[src/hdl/enemyPkg.sv]
/*
  Shared geometry, start positions and pipeline types for the enemy block.
  Coordinates are 11-bit unsigned screen values with the origin at the top left.
  The start tables hold exactly NUM_ENEMIES entries and must grow with it.
*/

package enemyPkg;

	localparam int NUM_ENEMIES = 4;

	// body size in pixels
	localparam int ENEMY_WIDTH  = 20;
	localparam int ENEMY_HEIGHT = 20;

	// sense zones above and below the body
	localparam int HEADS_UP_HEIGHT   = 80;
	localparam int HEADS_DOWN_HEIGHT = 80;
	localparam int HEADS_UP_MARGIN   = 8;
	localparam int HEADS_DOWN_MARGIN = 11;

	// travel limits for the top-left corner
	localparam int LEFT_EDGE  = 30;
	localparam int RIGHT_EDGE = 580;
	localparam int TOP_EDGE   = 20;
	localparam int DODGE_STEP = 16;

	typedef logic [10:0] coordT;
	typedef logic [$clog2(NUM_ENEMIES)-1:0] enemyIdT;
	typedef logic [10:0] speedT;

	// start corner per enemy, 100 * (index + 1)
	localparam coordT INIT_X [NUM_ENEMIES] = '{11'd100, 11'd200, 11'd300, 11'd400};
	localparam coordT INIT_Y [NUM_ENEMIES] = '{11'd100, 11'd200, 11'd300, 11'd400};

	typedef struct packed {
		coordT x;
		coordT y;
	} pixelT;

	typedef struct packed {
		coordT x;
		coordT y;
		logic  alive;
	} enemyPosT;

	typedef struct packed {
		logic  body;
		logic  headsUp;
		logic  headsDown;
		coordT offsetX;
		coordT offsetY;
	} enemyHitT;

	typedef struct packed {
		logic    enemyDrawReq;
		logic    headsUpDrawReq;
		logic    headsDownDrawReq;
		enemyIdT requestorId;
		coordT   offsetX;
		coordT   offsetY;
	} drawReqT;

endpackage

[src/hdl/enemyHitTest.sv]
/*
  Registered test of the current pixel against one enemy.
  All boxes are half-open: left and top edges inside, right and bottom outside.
  Zones reaching past coordinate 0 are clipped there. A dead enemy never hits.
*/

`timescale 1ns/1ns

module enemyHitTest import enemyPkg::*; (
	input  logic     clk,
	input  logic     rstN,
	input  pixelT    pixel,
	input  enemyPosT pos,
	output enemyHitT hit
);

	// widened by one bit so sums near the screen edge stay exact
	logic [11:0] px;
	logic [11:0] py;
	logic [11:0] ex;
	logic [11:0] ey;

	logic bodyCols;
	logic bodyRows;
	logic upCols;
	logic upRows;
	logic downCols;
	logic downRows;

	logic inBody;
	logic inUp;
	logic inDown;

	always_comb begin
		px = {1'b0, pixel.x};
		py = {1'b0, pixel.y};
		ex = {1'b0, pos.x};
		ey = {1'b0, pos.y};

		bodyCols = (px >= ex) && (px < ex + 12'(ENEMY_WIDTH));
		bodyRows = (py >= ey) && (py < ey + 12'(ENEMY_HEIGHT));

		// comparing px + margin avoids going negative near x = 0
		upCols = (px + 12'(HEADS_UP_MARGIN) >= ex)
			&& (px < ex + 12'(ENEMY_WIDTH + HEADS_UP_MARGIN));
		upRows = (py < ey) && (py + 12'(HEADS_UP_HEIGHT) >= ey);

		downCols = (px + 12'(HEADS_DOWN_MARGIN) >= ex)
			&& (px < ex + 12'(ENEMY_WIDTH + HEADS_DOWN_MARGIN));
		downRows = (py >= ey + 12'(ENEMY_HEIGHT))
			&& (py < ey + 12'(ENEMY_HEIGHT + HEADS_DOWN_HEIGHT));

		inBody = pos.alive && bodyCols && bodyRows;
		inUp   = pos.alive && upCols && upRows;
		inDown = pos.alive && downCols && downRows;
	end

	always_ff @(posedge clk) begin
		if (!rstN) begin
			hit <= '0;
		end else begin
			hit.body      <= inBody;
			hit.headsUp   <= inUp;
			hit.headsDown <= inDown;
			if (inBody) begin
				hit.offsetX <= pixel.x - pos.x;
				hit.offsetY <= pixel.y - pos.y;
			end else begin
				hit.offsetX <= '0;
				hit.offsetY <= '0;
			end
		end
	end

endmodule

[src/hdl/enemyMover.sv]
/*
  Position, direction and alive state of one enemy.
  index must be tied to a constant; it selects the start corner.
  newLevel beats shotHit, and a dead enemy ignores everything except newLevel.
  Every update shows on pos one cycle after its cause.
*/

`timescale 1ns/1ns

module enemyMover import enemyPkg::*; (
	input  logic     clk,
	input  logic     rstN,
	input  enemyIdT  index,
	input  logic     startOfFrame,
	input  logic     pause,
	input  logic     newLevel,
	input  speedT    speed,
	input  logic     changeDir,
	input  logic     dodge,
	input  logic     shotHit,
	output enemyPosT pos
);

	coordT posX;
	coordT posY;
	logic  alive;
	logic  dirRight;

	coordT nextX;
	coordT nextY;
	logic  nextAlive;
	logic  nextDirRight;

	// 12 bits so the edge tests cannot wrap
	logic [11:0] rightSum;
	logic [11:0] leftLimit;

	always_comb begin
		rightSum  = {1'b0, posX} + {1'b0, speed};
		leftLimit = {1'b0, speed} + 12'(LEFT_EDGE);
	end

	always_comb begin
		nextX        = posX;
		nextY        = posY;
		nextAlive    = alive;
		nextDirRight = dirRight;

		if (newLevel) begin
			nextX        = INIT_X[index];
			nextY        = INIT_Y[index];
			nextAlive    = 1'b1;
			nextDirRight = 1'b1;
		end else if (shotHit) begin
			nextAlive = 1'b0;
		end else if (alive) begin
			if (changeDir) begin
				nextDirRight = !dirRight;
			end

			if (dodge) begin
				if ({1'b0, posY} < 12'(TOP_EDGE + DODGE_STEP)) begin
					nextY = coordT'(TOP_EDGE);
				end else begin
					nextY = posY - coordT'(DODGE_STEP);
				end
			end

			// frame motion uses the direction after any changeDir
			if (startOfFrame && !pause) begin
				if (nextDirRight) begin
					if (rightSum > 12'(RIGHT_EDGE)) begin
						nextX        = coordT'(RIGHT_EDGE);
						nextDirRight = 1'b0;
					end else begin
						nextX = rightSum[10:0];
					end
				end else begin
					if (leftLimit > {1'b0, posX}) begin
						nextX        = coordT'(LEFT_EDGE);
						nextDirRight = 1'b1;
					end else begin
						nextX = posX - speed;
					end
				end
			end
		end
	end

	always_ff @(posedge clk) begin
		if (!rstN) begin
			posX     <= INIT_X[index];
			posY     <= INIT_Y[index];
			alive    <= 1'b1;
			dirRight <= 1'b1;
		end else begin
			posX     <= nextX;
			posY     <= nextY;
			alive    <= nextAlive;
			dirRight <= nextDirRight;
		end
	end

	always_comb begin
		pos.x     = posX;
		pos.y     = posY;
		pos.alive = alive;
	end

endmodule

[src/hdl/enemyPrioritySelect.sv]
/*
  Registered merge of all per-enemy hits into one draw request.
  Class order is body, then headsUp, then headsDown; within a class the
  highest index wins. A body hit masks headsUpDrawReq.
*/

`timescale 1ns/1ns

module enemyPrioritySelect import enemyPkg::*; (
	input  logic     clk,
	input  logic     rstN,
	input  enemyHitT hits [NUM_ENEMIES],
	output drawReqT  drawReq
);

	drawReqT nextReq;

	// later loops overwrite the id, so the stronger class is applied last
	always_comb begin
		nextReq = '0;

		for (int i = 0; i < NUM_ENEMIES; i++) begin
			if (hits[i].headsDown) begin
				nextReq.headsDownDrawReq = 1'b1;
				nextReq.requestorId      = enemyIdT'(i);
			end
		end

		for (int i = 0; i < NUM_ENEMIES; i++) begin
			if (hits[i].headsUp) begin
				nextReq.headsUpDrawReq = 1'b1;
				nextReq.requestorId    = enemyIdT'(i);
			end
		end

		for (int i = 0; i < NUM_ENEMIES; i++) begin
			if (hits[i].body) begin
				nextReq.enemyDrawReq   = 1'b1;
				nextReq.headsUpDrawReq = 1'b0;
				nextReq.requestorId    = enemyIdT'(i);
				nextReq.offsetX        = hits[i].offsetX;
				nextReq.offsetY        = hits[i].offsetY;
			end
		end
	end

	always_ff @(posedge clk) begin
		if (!rstN) begin
			drawReq <= '0;
		end else begin
			drawReq <= nextReq;
		end
	end

endmodule

[src/hdl/enemyStockManager.sv]
/*
  Enemy stock: NUM_ENEMIES movers, a hit test per enemy and one priority merge.
  drawReq follows pixel by exactly 2 cycles; the scan never stalls.
  changeDir, dodge and shotHit go to the enemy named on drawReq and are
  dropped while no request flag is set.
*/

`timescale 1ns/1ns

module enemyStockManager import enemyPkg::*; (
	input  logic    clk,
	input  logic    rstN,
	input  logic    startOfFrame,
	input  pixelT   pixel,
	input  logic    changeDir,
	input  logic    dodge,
	input  logic    shotHit,
	input  logic    pause,
	input  speedT   speed,
	input  logic    newLevel,
	output drawReqT drawReq
);

	enemyPosT enemyPos  [NUM_ENEMIES];
	enemyHitT enemyHits [NUM_ENEMIES];

	logic anyReq;

	logic [NUM_ENEMIES-1:0] routedChangeDir;
	logic [NUM_ENEMIES-1:0] routedDodge;
	logic [NUM_ENEMIES-1:0] routedShotHit;

	always_comb begin
		anyReq = drawReq.enemyDrawReq || drawReq.headsUpDrawReq
			|| drawReq.headsDownDrawReq;
	end

	genvar i;
	generate
		for (i = 0; i < NUM_ENEMIES; i++) begin : genEnemy
			logic selected;

			// strobes only reach the enemy currently named on the output
			assign selected           = anyReq && (drawReq.requestorId == enemyIdT'(i));
			assign routedChangeDir[i] = changeDir && selected;
			assign routedDodge[i]     = dodge && selected;
			assign routedShotHit[i]   = shotHit && selected;

			enemyMover mover (
				.clk         (clk),
				.rstN        (rstN),
				.index       (enemyIdT'(i)),
				.startOfFrame(startOfFrame),
				.pause       (pause),
				.newLevel    (newLevel),
				.speed       (speed),
				.changeDir   (routedChangeDir[i]),
				.dodge       (routedDodge[i]),
				.shotHit     (routedShotHit[i]),
				.pos         (enemyPos[i])
			);

			enemyHitTest hitTest (
				.clk  (clk),
				.rstN (rstN),
				.pixel(pixel),
				.pos  (enemyPos[i]),
				.hit  (enemyHits[i])
			);
		end
	endgenerate

	enemyPrioritySelect select (
		.clk    (clk),
		.rstN   (rstN),
		.hits   (enemyHits),
		.drawReq(drawReq)
	);

endmodule

[config.mk]
export PLATFORM = sky130hd
export DESIGN_NAME = enemyStockManager
export DESIGN_NICKNAME = d
export VERILOG_FILES = /design/src/hdl/enemyPkg.sv /design/src/hdl/enemyHitTest.sv /design/src/hdl/enemyMover.sv /design/src/hdl/enemyPrioritySelect.sv /design/src/hdl/enemyStockManager.sv
export SDC_FILE = /design/constraint.sdc
export NUM_CORES = 1
export LEC_CHECK = 0
export ABC_AREA = 1
export BUFFER_PORTS_ARGS = -buffer_cell sky130_fd_sc_hd__buf_2
export CORE_UTILIZATION = 49
export CTS_BUF_LIST = sky130_fd_sc_hd__clkbuf_4 sky130_fd_sc_hd__clkbuf_8
export CTS_CLUSTER_DIAMETER = 30
export CTS_CLUSTER_SIZE = 28
export DETAILED_ROUTE_END_ITERATION = 8
export MAX_ROUTING_LAYER = met4
export PLACE_DENSITY = 0.76
export SLEW_MARGIN = 20
export SYNTH_ARGS = -nofsm -noshare
export SYNTH_HDL_FRONTEND = slang
export SYNTH_SLANG_ARGS = --single-unit
[constraint.sdc]
create_clock -name clk -period 4.4 [get_ports clk]
set_clock_uncertainty 0.2 [all_clocks]
set_input_delay 0.66 -clock clk [delete_from_list [all_inputs] [get_ports clk]]
set_output_delay 0.66 -clock clk [all_outputs]
set_load 0.02 [all_outputs]
* Yosys cells after proc, flatten, opt, wreduce, memory -nomap -nowiden *
Cells that the tools add are included.

word-level totals
  flip-flop bits (word level) = 223
  bits of input ports = 41
  output and inout bits = 27
  word-level logic and storage cells = 313

cells by class
  add/sub/neg operators = 44
  magnitude comparators = 60
  equal/unequal tests = 3
  multiplexer cells = 68
  bitwise logic cells = 5
  reduce and logical (&&, ||, !) cells = 91

operators by type and width
  kind                                                             count
  less-than comparator 11 x 12 -> 1 bit                            20
  adder 11 x 5 -> 12 bit, second input constant                    17
  2-to-1 mux 11 bit                                                16
  greater-or-equal comparator 12 x 11 -> 1 bit                     12
  subtractor 11 bit                                                12
  2-to-1 mux 24 bit                                                4
  greater-or-equal comparator 11 bit                               8
  logical AND 1 bit                                                65
  adder 11 x 7 -> 12 bit, second input constant                    5
  adder 11 x 11 -> 12 bit                                          4
  greater-or-equal comparator 11 x 12 -> 1 bit                     4
  greater-than comparator 12 x 10 -> 1 bit, second input constant  4
  greater-than comparator 12 x 11 -> 1 bit                         4
  less-than comparator 11 bit                                      4
  less-than comparator 11 x 6 -> 1 bit, second input constant      4
  subtractor 11 x 5 -> 11 bit, second input constant               4
  2-to-1 mux 1 bit                                                 36
  adder 11 x 4 -> 12 bit, second input constant                    2
  AND reduction 3 bit                                              8
  2-to-1 mux 2 bit                                                 8
  AND reduction 2 bit                                              8
  2-to-1 mux 3 bit                                                 4
  logical NOT 1 bit                                                5
  inverter 1 bit                                                   5
  6 further kinds                                                  8

* Depth between registers and ports, before layout *
  depth in word-level cells = 12
  depth in mapped cells = 21
  depth with buffers taken out = 21

* Cells and area by module *
A second synthesis with hierarchy kept.

second synthesis, totals
  cell total of the unflattened synthesis = 4,748
  area, all modules = 32,492.4 sq um

by module, submodules not included
  module                               instances  cells each  area each (sq um)  seq. area each (sq um)
  enemyMover at genEnemy[0].mover ...  3          418         2,906.5            640.6
  enemyHitTest at genEnemy[2].hitTest  1          739         4,943.5            500.5
  enemyHitTest at genEnemy[1].hitTest  1          736         4,931.0            500.5
  enemyHitTest at genEnemy[3].hitTest  1          709         4,835.9            500.5
  enemyHitTest at genEnemy[0].hitTest  1          693         4,775.8            500.5
  enemyMover at genEnemy[3].mover      1          425         2,875.3            640.6
  enemyPrioritySelect                  1          161         1,292.5            540.5
  enemyStockManager                    1          31          118.9              0.0

* Worst setup path before layout *
Ideal clock, no wire load.

  path type = input-to-reg
  start point = input speed[1]
  end point = register genEnemy[0].mover.posX[6]
  setup time = 0.059 ns
  arrival time = 3.092 ns
  data required time = 4.141 ns
  path slack = 1.049 ns
  cell stages on the path = 20
  path buffers = 0
  cells stage by stage = inv_1 -> ha_1 -> nand3_1 -> nand2_1 -> nor2_1 -> xor2_1 -> ha_1 -> and3_1 -> and3_1 -> nand2_1 -> nand3_1 -> nand2_1 -> nand2_1 -> nor2_2 -> nand2_1 -> nand2_1 -> inv_1 -> nand2_1 -> nand2_1 -> nand2_1

between the ends
  word-level cells in the longest chain between the ends = 4
  elaborated cells between the ends (all ways) = 8
  those cells by class = add/sub: 3; order compare: 2; mux: 3

RTL lines
  element                                                                                               line                                text
  start: declaration                                                                                    enemyStockManager.sv:19             input speedT speed,
  adder 11 x 5 -> 12 bit or adder 11 x 11 -> 12 bit (tied branches)                                     enemyMover.sv:40, enemyMover.sv:39
  greater-than comparator 12 x 11 -> 1 bit or greater-than comparator 12 x 10 -> 1 bit (tied branches)  enemyMover.sv:79, enemyMover.sv:72
  2-to-1 mux 11 bit (on tied branches)                                                                  enemyMover.sv:79, enemyMover.sv:72
  2-to-1 mux 11 bit *                                                                                   enemyMover.sv:71                    if (nextDirRight) begin
  end signal: assignment                                                                                enemyMover.sv:92                    posX <= INIT_X[index];
  end signal: assignment                                                                                enemyMover.sv:97                    posX <= nextX;
  end: declaration                                                                                      enemyMover.sv:24                    coordT posX;

Every way passes the cells marked *; elsewhere a longest branch is shown, timed or not.
A chain may end at the register's enable or synchronous reset.

* Final worst setup path *
  start point = register genEnemy[2].mover.posY[4]
  end point = register genEnemy[2].hitTest.hit[13] in the netlist's numbering

between the ends
  word-level cells in the longest chain between the ends = 5
  elaborated cells between the ends (all ways) = 6
  those cells by class = add/sub: 1; order compare: 2; reduce/logical: 3

RTL lines
  element                                 line                text
  start: declaration                      enemyMover.sv:25    coordT posY;
  start signal: assignment                enemyMover.sv:93    posY <= INIT_Y[index];
  start signal: assignment                enemyMover.sv:98    posY <= nextY;
  adder 11 x 5 -> 12 bit                  enemyHitTest.sv:41  bodyRows = (py >= ey) && (py < ey + 12'(ENEMY_HEIGHT));
  less-than comparator 11 x 12 -> 1 bit   enemyHitTest.sv:41
  logical AND 1 bit *                     enemyHitTest.sv:41
  logical AND 1 bit *                     enemyHitTest.sv:53  inBody = pos.alive && bodyCols && bodyRows;
  AND reduction 2 bit (no source line) *  -
  end: declaration                        enemyHitTest.sv:14  output enemyHitT hit

Marks and branches as above.

==> out/results.tsv <==
metric	value	unit
status	finished with violations	
violations	design-rule violations	
end_kind	flip-flop	
ys.flop_type	dfxtp_1	
min-delay-start	pixel[0]	
drv_cap	0	
combPwrFrac	33.0	%
power_density	238.9	mW/mm^2
gp_congestion	1.020	
yosys_warnings	0	
tns	0	ns
setup_violations	0	
port_buffers	67	
internal_power	0.004202	W
async_flop_share	0	%
wl	84540	um
cts_tree	done	
finalNetCount	4477	
synth-edff-count	0	
cp_data_arrival_time	4.08	ns
critPathMaxFanout	23	
netlist_area	0.02642	sq mm
synth_nets	4387	
critPathLaunchType	flip-flop	
die_width	234.2	um
whs_endpoint	genEnemy[3].hitTest.hit[0]$_SDFF_PN0_	
fin_crit_sh	85.21	%
final_common_cell	nand2_1	
final_cell_mix	nand2_1, ha_1, inv_1, nor2_1, a21oi_1	
syn_to_final_growth	8.727	%
hold_violations	0	
rrSetupSlack	0.65	ns
dr.first_iter.drc_count	2399	
holdBufCountCts	0	
r2r-end	genEnemy[2].hitTest.hit[13]$_SDFF_PN0_	
required	4.73	ns
antenna_found_initial	0	
grt_pass1_wl	132400	um
grtUsageTotal	31.73	%
start_util	49.98	%
num_rows	84	
dieArea	0.05486	sq mm
drtAntennaViolNets	0	
cts_buffers	49	
r2r_cells	17	
rr_startpoint	genEnemy[2].mover.posY[4]$_SDFFE_PP0P_	
grt_max_degree	40	
grt_pass1_vias	24360	
synth.distinct_cells	66	
ys_seq_area_share	16.14	%
clk_latency	0.66	ns
final_layout_size_suffix_gt1_share	8.703	%
netlist_instances	3811	
die_h	234.2	um
power_switching_share	38.77	%
pwr-share-seq	29.6	%
via_count	26290	
globalRouteOverflowTotal	0	
hpwl	66780	um
dp_worst_setup_slack	0.5821	ns
drt_pass1_iterations	8	
min_path_type	in -> reg	
cts.htree.levels	2	
cts_sinks	213	
worst_slack	0.6507	ns
slew_headroom	26.79	%
drc	8	
p_total	0.006863	W
hold_depth	3	
ys_ff_latch	213	
cellLeakagePower	14.15	nW
cts.clk_slew.worst_paths	0.07	ns
period_needed	3.749	ns
rsz0062_at_grt	no	
power_frac_clock	37.4	%
max_slew.worst_pin.slew	1.097	ns
core	0.05287	sq mm
max_freq	0.2667	GHz
peakVddDrop	176.2	uV
clockBufferDepth	3	
postCtsSetupBuffers	0	
root_buffer	clkbuf_8	
cts.repair.resized	0	
finalMaxSlewViolations	0	
post_drt_wl_per_cell	18.26	um
power_switching	0.002661	W
crit_type	reg -> reg	
avgViaCountPerCell	5.676	
avgSynthCellArea	6.933	sq um
io_pins	68	
## kinds of logic after synthesis
| logic type | share of synthesized area [%] |
|---|---|
| simple gates | 25.79 |
| flops | 16.14 |
| xor+xnor | 8.339 |
| compound gates | 15.68 |
| other cells | 0.02842 |
| mux | 0.03788 |
| fa+ha+maj | 25.67 |
| buf+inv | 8.315 |
## worst max path at each step
stage / startpoint / to / slack (ns) / depth (start not counted)
2_1_floorplan: speed[1] / genEnemy[0].mover.posX[6]$_SDFFE_PP1P_ / 1.05 / 20
3_3_place_gp: speed[2] / genEnemy[1].mover.posX[10]$_SDFFE_PP0P_ / 0.63 / 19
3_5_place_dp: speed[2] / genEnemy[0].mover.posX[6]$_SDFFE_PP1P_ / 0.58 / 21
4_1_cts: genEnemy[2].mover.posY[4]$_SDFFE_PP0P_ / genEnemy[2].hitTest.hit[13]$_SDFF_PN0_ / 0.59 / 17
5_1_grt: genEnemy[2].mover.posY[4]$_SDFFE_PP0P_ / genEnemy[2].hitTest.hit[11]$_SDFF_PN0_ / 0.41 / 17
6_report: genEnemy[2].mover.posY[4]$_SDFFE_PP0P_ / genEnemy[2].hitTest.hit[13]$_SDFF_PN0_ / 0.65 / 17
## per-stage QoR
| step | instances | instance area, sq um | util (%) | hold WS (ns) |
|---|---|---|---|---|
| finish | 4631 | 28730 | 54.34 | 0.1148 |
| global placement | 4538 | 27590 | 52.18 | 0.2551 |
| detailed placement | 4538 | 27590 | 52.18 | 0.2612 |
| CTS | 4629 | 28720 | 54.33 | 0.07101 |
| global route | 4629 | 28720 | 54.33 | 0.09190 |
| floorplan | 3811 | 26420 | - | 0.2351 |
## area by class of cell
cell class	count	area (sq um)
fillers	5111	24140
multi-input cells	3041	19970
repair buffers	113	680.7
clock inverters	36	387.9
well taps	688	860.8
inverters	483	1813
flip-flops and latches	213	4264
diodes	2	5.005
clock buffers	55	750.7
## metal layers
layer | part of all wire (%) | wire length [um] | up-vias | global-route usage, %
met2 | 43 | 36230 | 1139 | 47.90
met1 | 44 | 36890 | 11860 | 41.01
met4 | 5.4 | 4604 | 0 | 15.42
li1 | - | - | 13030 | -
met3 | 8.1 | 6815 | 252 | 4.973
met5 | 0 | 0 | - | -
## cells in the mapped netlist (13+ instances only)
master / instances / share of area, %
a211oi_1: 25 / 0.71
a21o_1: 18 / 0.51
a21oi_1: 302 / 5.7
a31oi_1: 47 / 1.1
buf_2: 26 / 0.49
clkbuf_1: 32 / 0.45
dfxtp_1: 213 / 16
ha_1: 523 / 25
inv_1: 451 / 6.4
inv_2: 22 / 0.31
nand2_1: 735 / 10
nand3_1: 181 / 3.4
nand4_1: 72 / 1.7
nor2_1: 336 / 4.8
nor2_2: 50 / 1.2
nor3_1: 80 / 1.5
nor4_1: 14 / 0.33
o211ai_1: 18 / 0.51
o21ai_0: 171 / 3.2
o21ai_1: 13 / 0.25
o21bai_1: 27 / 0.77
o221ai_1: 25 / 0.83
o31ai_1: 13 / 0.37
xnor2_1: 28 / 0.93
xor2_1: 218 / 7.2
## power groups by stage
stage | clock network, W | logic [W] | registers (W)
global placement | 0 | 0.00218 | 0.00207
global route | 0.00272 | 0.00254 | 0.00203
finish | 0.00257 | 0.00227 | 0.00203
CTS | 0.00262 | 0.00222 | 0.00203
detailed placement | 0 | 0.00221 | 0.00207
floorplan | 0 | 0.00159 | 0.00205
## worst max-delay path, stage by stage, from the launching register on
cell	delay, ns
dfxtp_1	0.42
inv_2	0.13
ha_1	0.21
a21oi_1	0.21
nor2_1	0.08
nand2_1	0.09
o21ai_0	0.07
o21ai_0	0.10
ha_1	0.27
inv_1	0.06
nor2_1	0.04
o21ai_0	0.13
inv_1	0.07
nor2_2	0.18
nand3_1	0.26
nor2_1	0.22
nand3_2	0.59
nor2_1	0.28
## sequential cells by signal, summed over array words and instances, names as in the netlist
| register | flops |
|---|---|
| genEnemy.hitTest.hit | 100 |
| genEnemy.mover.posX | 44 |
| genEnemy.mover.posY | 34 |
| select.drawReq | 27 |
| genEnemy.mover.alive | 4 |
| genEnemy.mover.dirRight | 4 |
Power figures use the tool's default switching activity.
